`src/hw/cps_video_settings.svh`:
```
// Video register block settings

`ifndef CPS_VIDEO_SETTINGS_SVH
`define CPS_VIDEO_SETTINGS_SVH

// CPU word address width shared by both chip selects
`define CPS_ADDR_W 5

// CPU data bus width
`define CPS_DATA_W 16

// Bank A holds fixed registers 0x00 to 0x11
`define CPS_A_REGS 18

// Bank B holds layer control, four priority masks and the page enable
`define CPS_B_REGS 6

// Palette pages that a copy can visit
`define CPS_PAL_PAGES 6

// Words per palette page, the step between copy addresses
`define CPS_PAL_PAGE_WORDS 512

`endif
```
`src/hw/cps_video_pkg.sv`:
```
// Video register types
`default_nettype none

`include "cps_video_settings.svh"

package cps_video_pkg;

    // One CPU bus cycle as seen on a clock edge
    typedef struct packed {
        logic                    sel_a;
        logic                    sel_b;
        logic [`CPS_ADDR_W-1:0]  addr;
        logic [1:0]              dsn;
        logic [`CPS_DATA_W-1:0]  data;
    } cps_bus_wr_t;

    // Bank A in address order, first field is register 0x00
    typedef struct packed {
        logic [15:0] vram_obj_base;
        logic [15:0] vram1_base;
        logic [15:0] vram2_base;
        logic [15:0] vram3_base;
        logic [15:0] vram_row_base;
        logic [15:0] pal_base;
        logic [15:0] hpos1;
        logic [15:0] vpos1;
        logic [15:0] hpos2;
        logic [15:0] vpos2;
        logic [15:0] hpos3;
        logic [15:0] vpos3;
        logic [15:0] hstar1;
        logic [15:0] vstar1;
        logic [15:0] hstar2;
        logic [15:0] vstar2;
        logic [15:0] vram_star_base;
        logic [15:0] ppu_ctrl;
    } cps_scroll_t;

    // Bank B contents
    typedef struct packed {
        logic [15:0]               layer_ctrl;
        logic [15:0]               prio0;
        logic [15:0]               prio1;
        logic [15:0]               prio2;
        logic [15:0]               prio3;
        logic [`CPS_PAL_PAGES-1:0] pal_page_en;
    } cps_layer_t;

    // Per game placement of the bank B registers
    typedef struct packed {
        logic [`CPS_ADDR_W-1:0] layer;
        logic [`CPS_ADDR_W-1:0] prio0;
        logic [`CPS_ADDR_W-1:0] prio1;
        logic [`CPS_ADDR_W-1:0] prio2;
        logic [`CPS_ADDR_W-1:0] prio3;
        logic [`CPS_ADDR_W-1:0] pal_page;
    } cps_b_map_t;

    // Priorities come up fully masked and every palette page enabled
    localparam cps_layer_t CPS_LAYER_RST = '{
        layer_ctrl:  16'h0000,
        prio0:       16'hffff,
        prio1:       16'hffff,
        prio2:       16'hffff,
        prio3:       16'hffff,
        pal_page_en: '1
    };

endpackage

`default_nettype wire

```
`src/hw/cps_video_regs.sv`:
```
// Video register block top
`timescale 1ns/1ps
`default_nettype none

`include "cps_video_settings.svh"

module cps_video_regs (
    input  wire logic                      clk,
    input  wire logic                      reg_rst,
    input  wire logic                      cs_a,
    input  wire logic                      cs_b,
    input  wire logic [`CPS_ADDR_W-1:0]    addr,
    input  wire logic [1:0]                dsn,
    input  wire logic [`CPS_DATA_W-1:0]    wdata,
    input  cps_video_pkg::cps_b_map_t      b_map,
    input  wire logic                      vblank,
    output logic [`CPS_DATA_W-1:0]         rdata,
    output cps_video_pkg::cps_scroll_t     scroll,
    output cps_video_pkg::cps_layer_t      layer,
    output logic                           copy_stb,
    output logic [15:0]                    copy_addr,
    output logic                           copy_done
);

    cps_video_pkg::cps_bus_wr_t bus_wr;
    cps_video_pkg::cps_scroll_t mmr_scroll;
    cps_video_pkg::cps_layer_t  mmr_layer;
    logic                       pal_copy;

    cps_bus_capture u_capture (
        .clk     (clk),
        .reg_rst (reg_rst),
        .cs_a    (cs_a),
        .cs_b    (cs_b),
        .addr    (addr),
        .dsn     (dsn),
        .wdata   (wdata),
        .bus_wr  (bus_wr)
    );

    cps_mmr u_mmr (
        .clk      (clk),
        .reg_rst  (reg_rst),
        .bus_wr   (bus_wr),
        .b_map    (b_map),
        .scroll   (mmr_scroll),
        .layer    (mmr_layer),
        .rdata    (rdata),
        .pal_copy (pal_copy)
    );

    // The copy works from live register values, not the frame copies
    cps_pal_copy u_pal_copy (
        .clk       (clk),
        .reg_rst   (reg_rst),
        .pal_copy  (pal_copy),
        .pal_base  (mmr_scroll.pal_base),
        .page_en   (mmr_layer.pal_page_en),
        .copy_stb  (copy_stb),
        .copy_addr (copy_addr),
        .copy_done (copy_done)
    );

    cps_frame_latch #(
        .payload_t (cps_video_pkg::cps_scroll_t),
        .RESET_VAL ('0)
    ) u_scroll_latch (
        .clk     (clk),
        .reg_rst (reg_rst),
        .vblank  (vblank),
        .d       (mmr_scroll),
        .q       (scroll)
    );

    cps_frame_latch #(
        .payload_t (cps_video_pkg::cps_layer_t),
        .RESET_VAL (cps_video_pkg::CPS_LAYER_RST)
    ) u_layer_latch (
        .clk     (clk),
        .reg_rst (reg_rst),
        .vblank  (vblank),
        .d       (mmr_layer),
        .q       (layer)
    );

endmodule

`default_nettype wire

```
`src/hw/cps_frame_latch.sv`:
```
// Vblank frame latch
`timescale 1ns/1ps
`default_nettype none

module cps_frame_latch #(
    parameter type      payload_t = logic,
    parameter payload_t RESET_VAL = '0
) (
    input  wire logic clk,
    input  wire logic reg_rst,
    input  wire logic vblank,
    input  payload_t  d,
    output payload_t  q
);

    // Renderer sees one stable set of values for the whole frame
    always_ff @(posedge clk or posedge reg_rst) begin
        if (reg_rst) begin
            q <= RESET_VAL;
        end else if (vblank) begin
            q <= d;
        end
    end

endmodule

`default_nettype wire

```
`src/hw/cps_pal_copy.sv`:
```
// Palette copy sequencer
`timescale 1ns/1ps
`default_nettype none

`include "cps_video_settings.svh"

module cps_pal_copy (
    input  wire logic                        clk,
    input  wire logic                        reg_rst,
    input  wire logic                        pal_copy,
    input  wire logic [15:0]                 pal_base,
    input  wire logic [`CPS_PAL_PAGES-1:0]   page_en,
    output logic                             copy_stb,
    output logic [15:0]                      copy_addr,
    output logic                             copy_done
);

    localparam int PAGE_W = $clog2(`CPS_PAL_PAGES);

    logic                      busy;
    // Pages still to visit, cleared one by one as they are emitted
    logic [`CPS_PAL_PAGES-1:0] pend;
    logic [15:0]               base_q;
    logic [PAGE_W-1:0]         next_page;
    logic [15:0]               page_offset;
    logic                      start;
    logic                      step;

    // Lowest pending page, disabled pages cost no cycle
    always_comb begin
        next_page = '0;
        for (int i = `CPS_PAL_PAGES - 1; i >= 0; i--) begin
            if (pend[i]) begin
                next_page = PAGE_W'(i);
            end
        end
    end

    assign page_offset = 16'(next_page) * 16'(`CPS_PAL_PAGE_WORDS);

    // Triggers during a running copy are dropped
    assign start = pal_copy && !busy;
    assign step  = busy && (pend != '0);

    always_ff @(posedge clk or posedge reg_rst) begin
        if (reg_rst) begin
            busy      <= 1'b0;
            pend      <= '0;
            copy_stb  <= 1'b0;
            copy_done <= 1'b0;
        end else begin
            copy_stb  <= 1'b0;
            copy_done <= 1'b0;
            if (start) begin
                busy <= 1'b1;
                pend <= page_en;
            end else if (step) begin
                copy_stb        <= 1'b1;
                pend[next_page] <= 1'b0;
            end else if (busy) begin
                // Nothing left, done follows the last strobe by one cycle
                copy_done <= 1'b1;
                busy      <= 1'b0;
            end
        end
    end

    always_ff @(posedge clk) begin
        if (start) begin
            base_q <= pal_base;
        end
        if (step) begin
            copy_addr <= base_q + page_offset;
        end
    end

endmodule

`default_nettype wire

```
`src/hw/cps_mmr.sv`:
```
// Video register file
`timescale 1ns/1ps
`default_nettype none

`include "cps_video_settings.svh"

module cps_mmr (
    input  wire logic                      clk,
    input  wire logic                      reg_rst,
    input  cps_video_pkg::cps_bus_wr_t     bus_wr,
    input  cps_video_pkg::cps_b_map_t      b_map,
    output cps_video_pkg::cps_scroll_t     scroll,
    output cps_video_pkg::cps_layer_t      layer,
    output logic [`CPS_DATA_W-1:0]         rdata,
    output logic                           pal_copy
);

    localparam logic [`CPS_ADDR_W-1:0] PAL_BASE_ADDR = `CPS_ADDR_W'(5'h05);

    // Bank A as words, element 0 lines up with the first scroll field
    logic [0:`CPS_A_REGS-1][`CPS_DATA_W-1:0] bank_a;
    cps_video_pkg::cps_layer_t               layer_q;

    logic                    a_hit;
    logic [`CPS_B_REGS-1:0]  b_hit;
    logic                    b_valid;
    logic [`CPS_DATA_W-1:0]  b_old;
    logic [`CPS_DATA_W-1:0]  b_new;
    logic                    arm;

    // Keep the old byte wherever its lane select is high
    function automatic logic [`CPS_DATA_W-1:0] merge(
        input logic [`CPS_DATA_W-1:0] old_data,
        input logic [`CPS_DATA_W-1:0] new_data,
        input logic [1:0]             dsn
    );
        merge = {dsn[1] ? old_data[15:8] : new_data[15:8],
                 dsn[0] ? old_data[7:0]  : new_data[7:0]};
    endfunction

    assign a_hit = bus_wr.addr < `CPS_ADDR_W'(`CPS_A_REGS);

    // Bank B decode, bit 0 is layer control and bit 5 the page enable
    assign b_hit = {bus_wr.addr == b_map.pal_page,
                    bus_wr.addr == b_map.prio3,
                    bus_wr.addr == b_map.prio2,
                    bus_wr.addr == b_map.prio1,
                    bus_wr.addr == b_map.prio0,
                    bus_wr.addr == b_map.layer};

    // A map with two entries on one address selects nothing
    assign b_valid = $onehot(b_hit);

    always_comb begin
        case (b_hit)
            6'b000001: b_old = layer_q.layer_ctrl;
            6'b000010: b_old = layer_q.prio0;
            6'b000100: b_old = layer_q.prio1;
            6'b001000: b_old = layer_q.prio2;
            6'b010000: b_old = layer_q.prio3;
            6'b100000: b_old = `CPS_DATA_W'(layer_q.pal_page_en);
            default:   b_old = '0;
        endcase
        b_new = merge(b_old, bus_wr.data, bus_wr.dsn);
    end

    always_ff @(posedge clk or posedge reg_rst) begin
        if (reg_rst) begin
            bank_a   <= '0;
            layer_q  <= cps_video_pkg::CPS_LAYER_RST;
            rdata    <= '0;
            arm      <= 1'b0;
            pal_copy <= 1'b0;
        end else begin
            // Fire the copy only after the select drops so pal_base is final
            pal_copy <= 1'b0;
            if (!bus_wr.sel_a && arm) begin
                pal_copy <= 1'b1;
                arm      <= 1'b0;
            end

            if (bus_wr.sel_a && a_hit) begin
                bank_a[bus_wr.addr] <= merge(bank_a[bus_wr.addr], bus_wr.data, bus_wr.dsn);
                if (bus_wr.addr == PAL_BASE_ADDR) begin
                    arm <= 1'b1;
                end
            end

            if (bus_wr.sel_b && b_valid) begin
                // Read returns the value from before this write
                rdata <= b_old;
                case (b_hit)
                    6'b000001: layer_q.layer_ctrl  <= b_new;
                    6'b000010: layer_q.prio0       <= b_new;
                    6'b000100: layer_q.prio1       <= b_new;
                    6'b001000: layer_q.prio2       <= b_new;
                    6'b010000: layer_q.prio3       <= b_new;
                    6'b100000: layer_q.pal_page_en <= b_new[`CPS_PAL_PAGES-1:0];
                    default: ;
                endcase
            end
        end
    end

    assign scroll = cps_video_pkg::cps_scroll_t'(bank_a);
    assign layer  = layer_q;

endmodule

`default_nettype wire

```
`src/hw/cps_bus_capture.sv`:
```
// CPU bus capture
`timescale 1ns/1ps
`default_nettype none

`include "cps_video_settings.svh"

module cps_bus_capture (
    input  wire logic                      clk,
    input  wire logic                      reg_rst,
    input  wire logic                      cs_a,
    input  wire logic                      cs_b,
    input  wire logic [`CPS_ADDR_W-1:0]    addr,
    input  wire logic [1:0]                dsn,
    input  wire logic [`CPS_DATA_W-1:0]    wdata,
    output cps_video_pkg::cps_bus_wr_t     bus_wr
);

    // Chip selects qualify everything else
    logic                   sel_a_q;
    logic                   sel_b_q;

    // Address and data only matter while a select is high
    logic [`CPS_ADDR_W-1:0] addr_q;
    logic [1:0]             dsn_q;
    logic [`CPS_DATA_W-1:0] data_q;

    always_ff @(posedge clk or posedge reg_rst) begin
        if (reg_rst) begin
            sel_a_q <= 1'b0;
            sel_b_q <= 1'b0;
        end else begin
            sel_a_q <= cs_a;
            sel_b_q <= cs_b;
        end
    end

    // Same edge as the selects so the cycle stays coherent
    always_ff @(posedge clk) begin
        addr_q <= addr;
        dsn_q  <= dsn;
        data_q <= wdata;
    end

    always_comb begin
        bus_wr       = '0;
        bus_wr.sel_a = sel_a_q;
        bus_wr.sel_b = sel_b_q;
        bus_wr.addr  = addr_q;
        bus_wr.dsn   = dsn_q;
        bus_wr.data  = data_q;
    end

endmodule

`default_nettype wire

```
`config.mk`:
```
export PLATFORM = sky130hd
export DESIGN_NAME = cps_video_regs
export DESIGN_NICKNAME = d
export VERILOG_FILES = /design/src/hw/cps_video_pkg.sv /design/src/hw/cps_video_regs.sv /design/src/hw/cps_frame_latch.sv /design/src/hw/cps_pal_copy.sv /design/src/hw/cps_mmr.sv /design/src/hw/cps_bus_capture.sv
export VERILOG_INCLUDE_DIRS = /design/src /design/src/hw
export SDC_FILE = /design/constraint.sdc
export NUM_CORES = 2
export LEC_CHECK = 0
export ABC_AREA = 1
export BUFFER_PORTS_ARGS = -buffer_cell sky130_fd_sc_hd__clkbuf_2
export CAP_MARGIN = 5
export CORE_MARGIN = 2
export CORE_UTILIZATION = 55
export DETAILED_ROUTE_END_ITERATION = 8
export PLACE_DENSITY = 0.81
export SETUP_SLACK_MARGIN = 0.2
export SYNTH_ARGS = -nofsm -noshare
export SYNTH_HDL_FRONTEND = slang
export SYNTH_HIERARCHICAL = 1
export SYNTH_SLANG_ARGS = --single-unit
```
`constraint.sdc`:
```
create_clock -name clk -period 23 [get_ports clk]
set_clock_uncertainty 0.05 [all_clocks]
set_input_delay 2.3 -clock clk [delete_from_list [all_inputs] [get_ports clk]]
set_output_delay 2.3 -clock clk [all_outputs]
set_load 0.02 [all_outputs]
```
# --- After elaboration in Yosys (flattened, before gate mapping) ---
# Index checks and enable logic that the tools add are counted.
classes:
  reduce_logical: 17
  order_cmp: 5
  n_addsub: 6
  mux: 32
  bitwise_logic: 3
  eq_ne: 15
ops:
  columns: ["cell", "n"]
  rows:
  - ["bitwise mux 288 bit", 1]
  - ["case mux 16 bit (6 select lines)", 1]
  - ["binary-select mux 16 bit (select 5 bit)", 1]
  - ["demux 16 bit (select 5 bit)", 1]
  - ["two-way mux 16 bit", 3]
  - ["two-way mux 8 bit", 4]
  - ["equality test 5 bit", 6]
  - ["two-way mux 3 bit", 6]
  - ["adder 16 x 12 -> 16 bit", 1]
  - ["two-way mux 1 bit", 12]
  - ["two-way mux 6 bit", 2]
  - ["AND reduction 2 bit", 6]
  - ["logical AND 1 bit", 7]
  - ["adder 1 x 1 -> 2 bit", 3]
  - ["adder 3 bit", 2]
  - ["bitwise AND 6 bit", 1]
  - ["equality test 6 x 1 -> 1 bit, second input constant", 1]
  - ["equality test 6 x 2 -> 1 bit, second input constant", 1]
  - ["equality test 6 x 3 -> 1 bit, second input constant", 1]
  - ["equality test 6 x 4 -> 1 bit, second input constant", 1]
  - ["equality test 6 x 5 -> 1 bit, second input constant", 1]
  - ["equality test 6 bit, second input constant", 1]
  - ["greater-or-equal comparator 6 bit, second input constant", 1]
  - ["less-than comparator 6 x 1 -> 1 bit, second input constant", 1]
  - ["12 further kinds", 13]
word_totals:
  register_bits: 832
  input_bits: 58
  output_inout_bits: 408
  word_cells: 140

# --- Logic depth before layout (Yosys ltp) ---
logic_depth:
  depth_word: 14
  mapped_depth: 23
  mapped_depth_nobuf: 19

# --- Cells and area by module ---
# The synthesis kept the hierarchy.
modules_own_cells:
  columns: ["module", "cells_per_inst", "area_each_um2", "seq_area_each_um2", "n_inst"]
  rows:
  - ["cps_mmr", 2509, 19143.4, 9897.0, 1]
  - ["cps_frame_latch (u_scroll_latch)", 1217, 10891.7, 7206.9, 1]
  - ["cps_frame_latch (u_layer_latch)", 365, 3353.2, 2239.6, 1]
  - ["cps_pal_copy", 123, 1621.6, 1186.1, 1]
  - ["cps_bus_capture", 28, 529.3, 510.5, 1]

# --- Least setup slack after synthesis ---
# OpenSTA, ideal clock, no wires.
synth_timing:
  path_kind: "input -> register"
  from: "input b_map[25] (netlist name)"
  to: "register u_mmr.layer_q (netlist bit u_mmr/layer[76])"
  required_ns: 22.833
  cell_stages: 19
  path_slack_ns: 17.451
  setup_ns: 0.117
  path_buffers: 2
  t_arrival_ns: 5.382
  cell_sequence: "xor2_1 -> nor2_1 -> nand4_1 -> inv_1 -> fa_1 -> inv_1 -> fa_1 -> inv_1 -> ha_1 -> fa_1 -> nor2_1 -> and3_1 -> buf_2 -> inv_1 -> nor2_4 -> inv_2 -> buf_2 -> nand2_1 -> nand2_1"
synth_between:
  elab_chain_cells: 7
  word_cells_on_any_way: 15
  classes_between: "3 x add/sub; 8 x eq/ne; 2 x mux; 2 x reduce/logical"
synth_lines:
  columns: ["element", "line_no", "text"]
  rows:
  - ["from (decl)", "cps_video_regs.sv:15", "input cps_video_pkg::cps_b_map_t b_map,"]
  - ["equality test 5 bit *", "cps_mmr.sv:49", "bus_wr.addr == b_map.layer};"]
  - ["adder 1 x 1 -> 2 bit (implied by the code)", "cps_mmr.sv:52", "assign b_valid = $onehot(b_hit);"]
  - ["adder 3 bit (implied by the code) (2 in series)", "cps_mmr.sv:52", null]
  - ["equality test 3 x 1 -> 1 bit", "cps_mmr.sv:52", null]
  - ["logical AND 1 bit", "cps_mmr.sv:89", "if (bus_wr.sel_b && b_valid) begin"]
  - ["AND reduction 2 bit (no source line)", null, null]
  - ["to (signal assigned)", "cps_mmr.sv:70", "layer_q <= cps_video_pkg::CPS_LAYER_RST;"]
  - ["to (decl)", "cps_mmr.sv:22", "cps_video_pkg::cps_layer_t layer_q;"]
# Mark *: on every way between the ends. The rest lies on a longest branch, timed or not.
# A chain may end at the register's enable or synchronous reset.

# --- Worst setup path in the final report ---
# Ends and elaborated chain as after synthesis.

==> flow_metrics.tcl <==
set metrics [dict create \
    synth_top_family_by_area "simple AND/OR/NAND/NOR gates" \
    cts.sinks 832 \
    yosys.cell_types.count 38 \
    dieArea_um2 66700 \
    cts_max_path_buffers 3 \
    post_synth_instance_area_um2 35500 \
    rsz0062_at_grt "no" \
    fin_tns_setup_ns 0 \
    grt_overflow 0 \
    path_class "in -> reg" \
    ctsHoldBuffers 0 \
    setup_violations 0 \
    htreeDepth 3 \
    worst_slew_margin_rel 0.164 \
    use_met3 0.0714 \
    drt_iter0_drc 4064 \
    hp-class "reg -> reg" \
    syn_area_per_cell_um2 8.38 \
    max_cap_violations 0 \
    post_cts_buffers 0 \
    antenna_left 0 \
    grtUsageMet2 0.511 \
    maxSlewViolCount 0 \
    crit_family "adder cells" \
    final_common_cell "nand2_1" \
    crit_buf_inv 7 \
    die_w_um 258 \
    routed_via_density 5.64 \
    grt_max_degree 145 \
    wl_per_cell_um 21.1 \
    crit_slowest_cell "fa_1" \
    syn_to_final_growth_pct 14.8 \
    diodes 0 \
    final_nets 4674 \
    p_leak_nw 22.8 \
    power.density_nw_per_um2 92.6 \
    numPortBuffers 465 \
    ys_seq_area_frac 0.592 \
    synth_fa_ha_area_frac 0.00472 \
    first_global_vias 29425 \
    cts_tree "built" \
    synth_xor_area_frac 0.00518 \
    netlist_instances 4242 \
    reg2reg_from "u_capture/addr_q[1]" \
    synth_edf_count 32 \
    cp-start-kind "primary input" \
    path_depth 19 \
    peakVddDrop_v 0.0000573 \
    synthFlopType "dfrtp_1" \
    start_util 0.554 \
    endpoint_kind "flip-flop" \
    cp-startpoint "b_map[25]" \
    yosys.area_share.simple 0.320 \
    grt.total_usage 0.346 \
    status "completed" \
    cts-root-buf "clkbuf_16" \
    tightest_slew_ns 1.25 \
    dieHeight_um 258 \
    insertion_delay_ns 0.64 \
    ff2ff_path_depth 19 \
    mostFrequentLayoutCells "nand2_1, dfrtp_1, clkbuf_2, dfstp_2, nand3_1" \
    slowest_delay_ns 0.55 \
    grt_pass1_wl_mm 175 \
    fin_crit_sh 0.258 \
    grt_util_met1 0.487 \
    synth_compound_area_frac 0.0284 \
    dp_hpwl_mm 78.8 \
    min_period_ns 5.93 \
    path_clk_slew_ns 0.06 \
    syn-num-nets 4311 \
    cp_common_cell "inv_1" \
    antenna_found_initial 0 \
    min_path_cells 0 \
    synth_mux_area_frac 0 \
    rows 93 \
    path_max_fanout 27 \
    wirelength_mm 116 \
    p_total_mw 3.78 \
    ios 466 \
    cts-resized-gates 0 \
    place_congestion 0.953 \
    min_from "u_pal_copy/base_q[6]" \
    finalHoldViolations 0 \
    busiest_layer "met2" \
    required_ns 23.46 \
    core_um2 64100 \
    synth_seq_cells 832 \
    drive_gt1_frac 0.183 \
    yosysWarnings 6 \
    cp_cell_sequence "clkbuf_2 > xor2_1 > nor2_1 > nand4_1 > inv_1 > fa_1 > inv_1 > fa_1 > inv_1 > ha_1 > fa_1 > nor2_1 > and3_1 > buf_4 > inv_1 > nor2_4 > inv_2 > nand2_1 > nand2_1" \
    firstDrtPassIters 6 \
    vias 31152 \
    synthArstFlopShare 0.934 \
    route.detailed.drc 0 \
    numCtsBuffers 85 \
    worst_ep_arrival_time_ns 6.39 \
    max_freq_ghz 0.169 \
]
[per-layer routing]
layer	vias to the layer above	routed length, um	part of all wire
met1	15075	45800	0.39
met4	0	6590	0.057
met5	-	0	0
met3	325	12800	0.11
li1	13814	-	-
met2	1938	51200	0.44
[cells by family after synthesis]
group	count (synthesis)
AO/OA/AOI/OAI	149
XOR/XNOR	21
adder cells (fa/ha/maj)	11
buffers and inverters	328
flip-flops	832
AND/OR/NAND/NOR	2901
[path summary, 6_finish.rpt]
path                                           end  slack (ns)
min in group asynchronous        u_capture/sel_a_q        1.71
min reg2reg                u_pal_copy/copy_addr[6]        0.37
max in group asynchronous          u_mmr/layer[76]       19.16
max reg2reg                        u_mmr/layer[76]       17.69
min                        u_pal_copy/copy_addr[6]        0.37
max                                u_mmr/layer[76]       17.07
[registers in the layout (all words and copies together) (netlist names)]
signal	count
u_mmr/scroll	288
u_scroll_latch/q	288
u_layer_latch/q	86
u_mmr/layer	86
u_capture/data_q	16
u_mmr/rdata	16
u_pal_copy/base_q	16
u_pal_copy/copy_addr	16
u_pal_copy/pend	6
u_capture/addr_q	5
u_capture/dsn_q	2
u_capture/sel_a_q	1
u_capture/sel_b_q	1
u_mmr/arm	1
u_mmr/pal_copy	1
u_pal_copy/busy	1
u_pal_copy/copy_done	1
u_pal_copy/copy_stb	1
[stage by stage]
| stage | setup WS, ns | cells | hold WS [ns] | util | area (um2) |
|---|---|---|---|---|---|
| CTS | 17.18 | 5528 | 0.371 | 0.636 | 40800 |
| finish | 17.07 | 5528 | 0.370 | 0.636 | 40800 |
| global route | 16.89 | 5528 | 0.371 | 0.636 | 40800 |
| global placement | 16.64 | 5373 | 0.352 | 0.590 | 37800 |
| detailed placement | 16.54 | 5373 | 0.357 | 0.590 | 37800 |
| floorplan | 9.87 | 4242 | 0.350 | - | 35500 |
[power by group]
group | switching (mW) | internal [mW] | leakage [nW]
sequential | 0.148 | 1.65 | 10.5
clock | 0.588 | 0.871 | 1.45
combinational | 0.376 | 0.150 | 10.7
total | 1.11 | 2.67 | 22.8
[Yosys cell counts (all sizes together), types with 17 or more instances]
cell type	number	share of area
nand3	112	0.017
nor2	94	0.013
dfrtp	637	0.45
a22oi	66	0.014
nand4	34	0.0060
clkbuf	28	0.0030
a21oi	17	0.0024
o21ai	32	0.0047
buf	183	0.034
dfxtp	23	0.013
dfstp	140	0.10
nand2	2654	0.28
inv	117	0.012
edfxtp	32	0.027
[area by class of cell]
type	instances	area (um2)
fill	5238	23300
multi-input combinational	3082	12800
clock buffer	124	2540
sequential	832	21000
timing repair buffer	487	2500
tap	855	1070
clock inverter	31	428
inverter	117	462
[worst reg2reg max path: stages (launching register included)]
cell and delay [ns]:
dfxtp_1 0.90, inv_2 0.33, nor2_1 0.17, nor3b_1 0.06
nand2_1 0.11, inv_1 0.09, fa_1 0.51, inv_1 0.05
fa_1 0.48, inv_1 0.05, ha_1 0.19, fa_1 0.43
nor2_1 0.10, and3_1 0.15, buf_4 0.33, inv_1 0.36
nor2_4 0.45, inv_2 0.23, nand2_1 0.12, nand2_1 0.06
No activity file was read; power rests on OpenSTA's default activity.
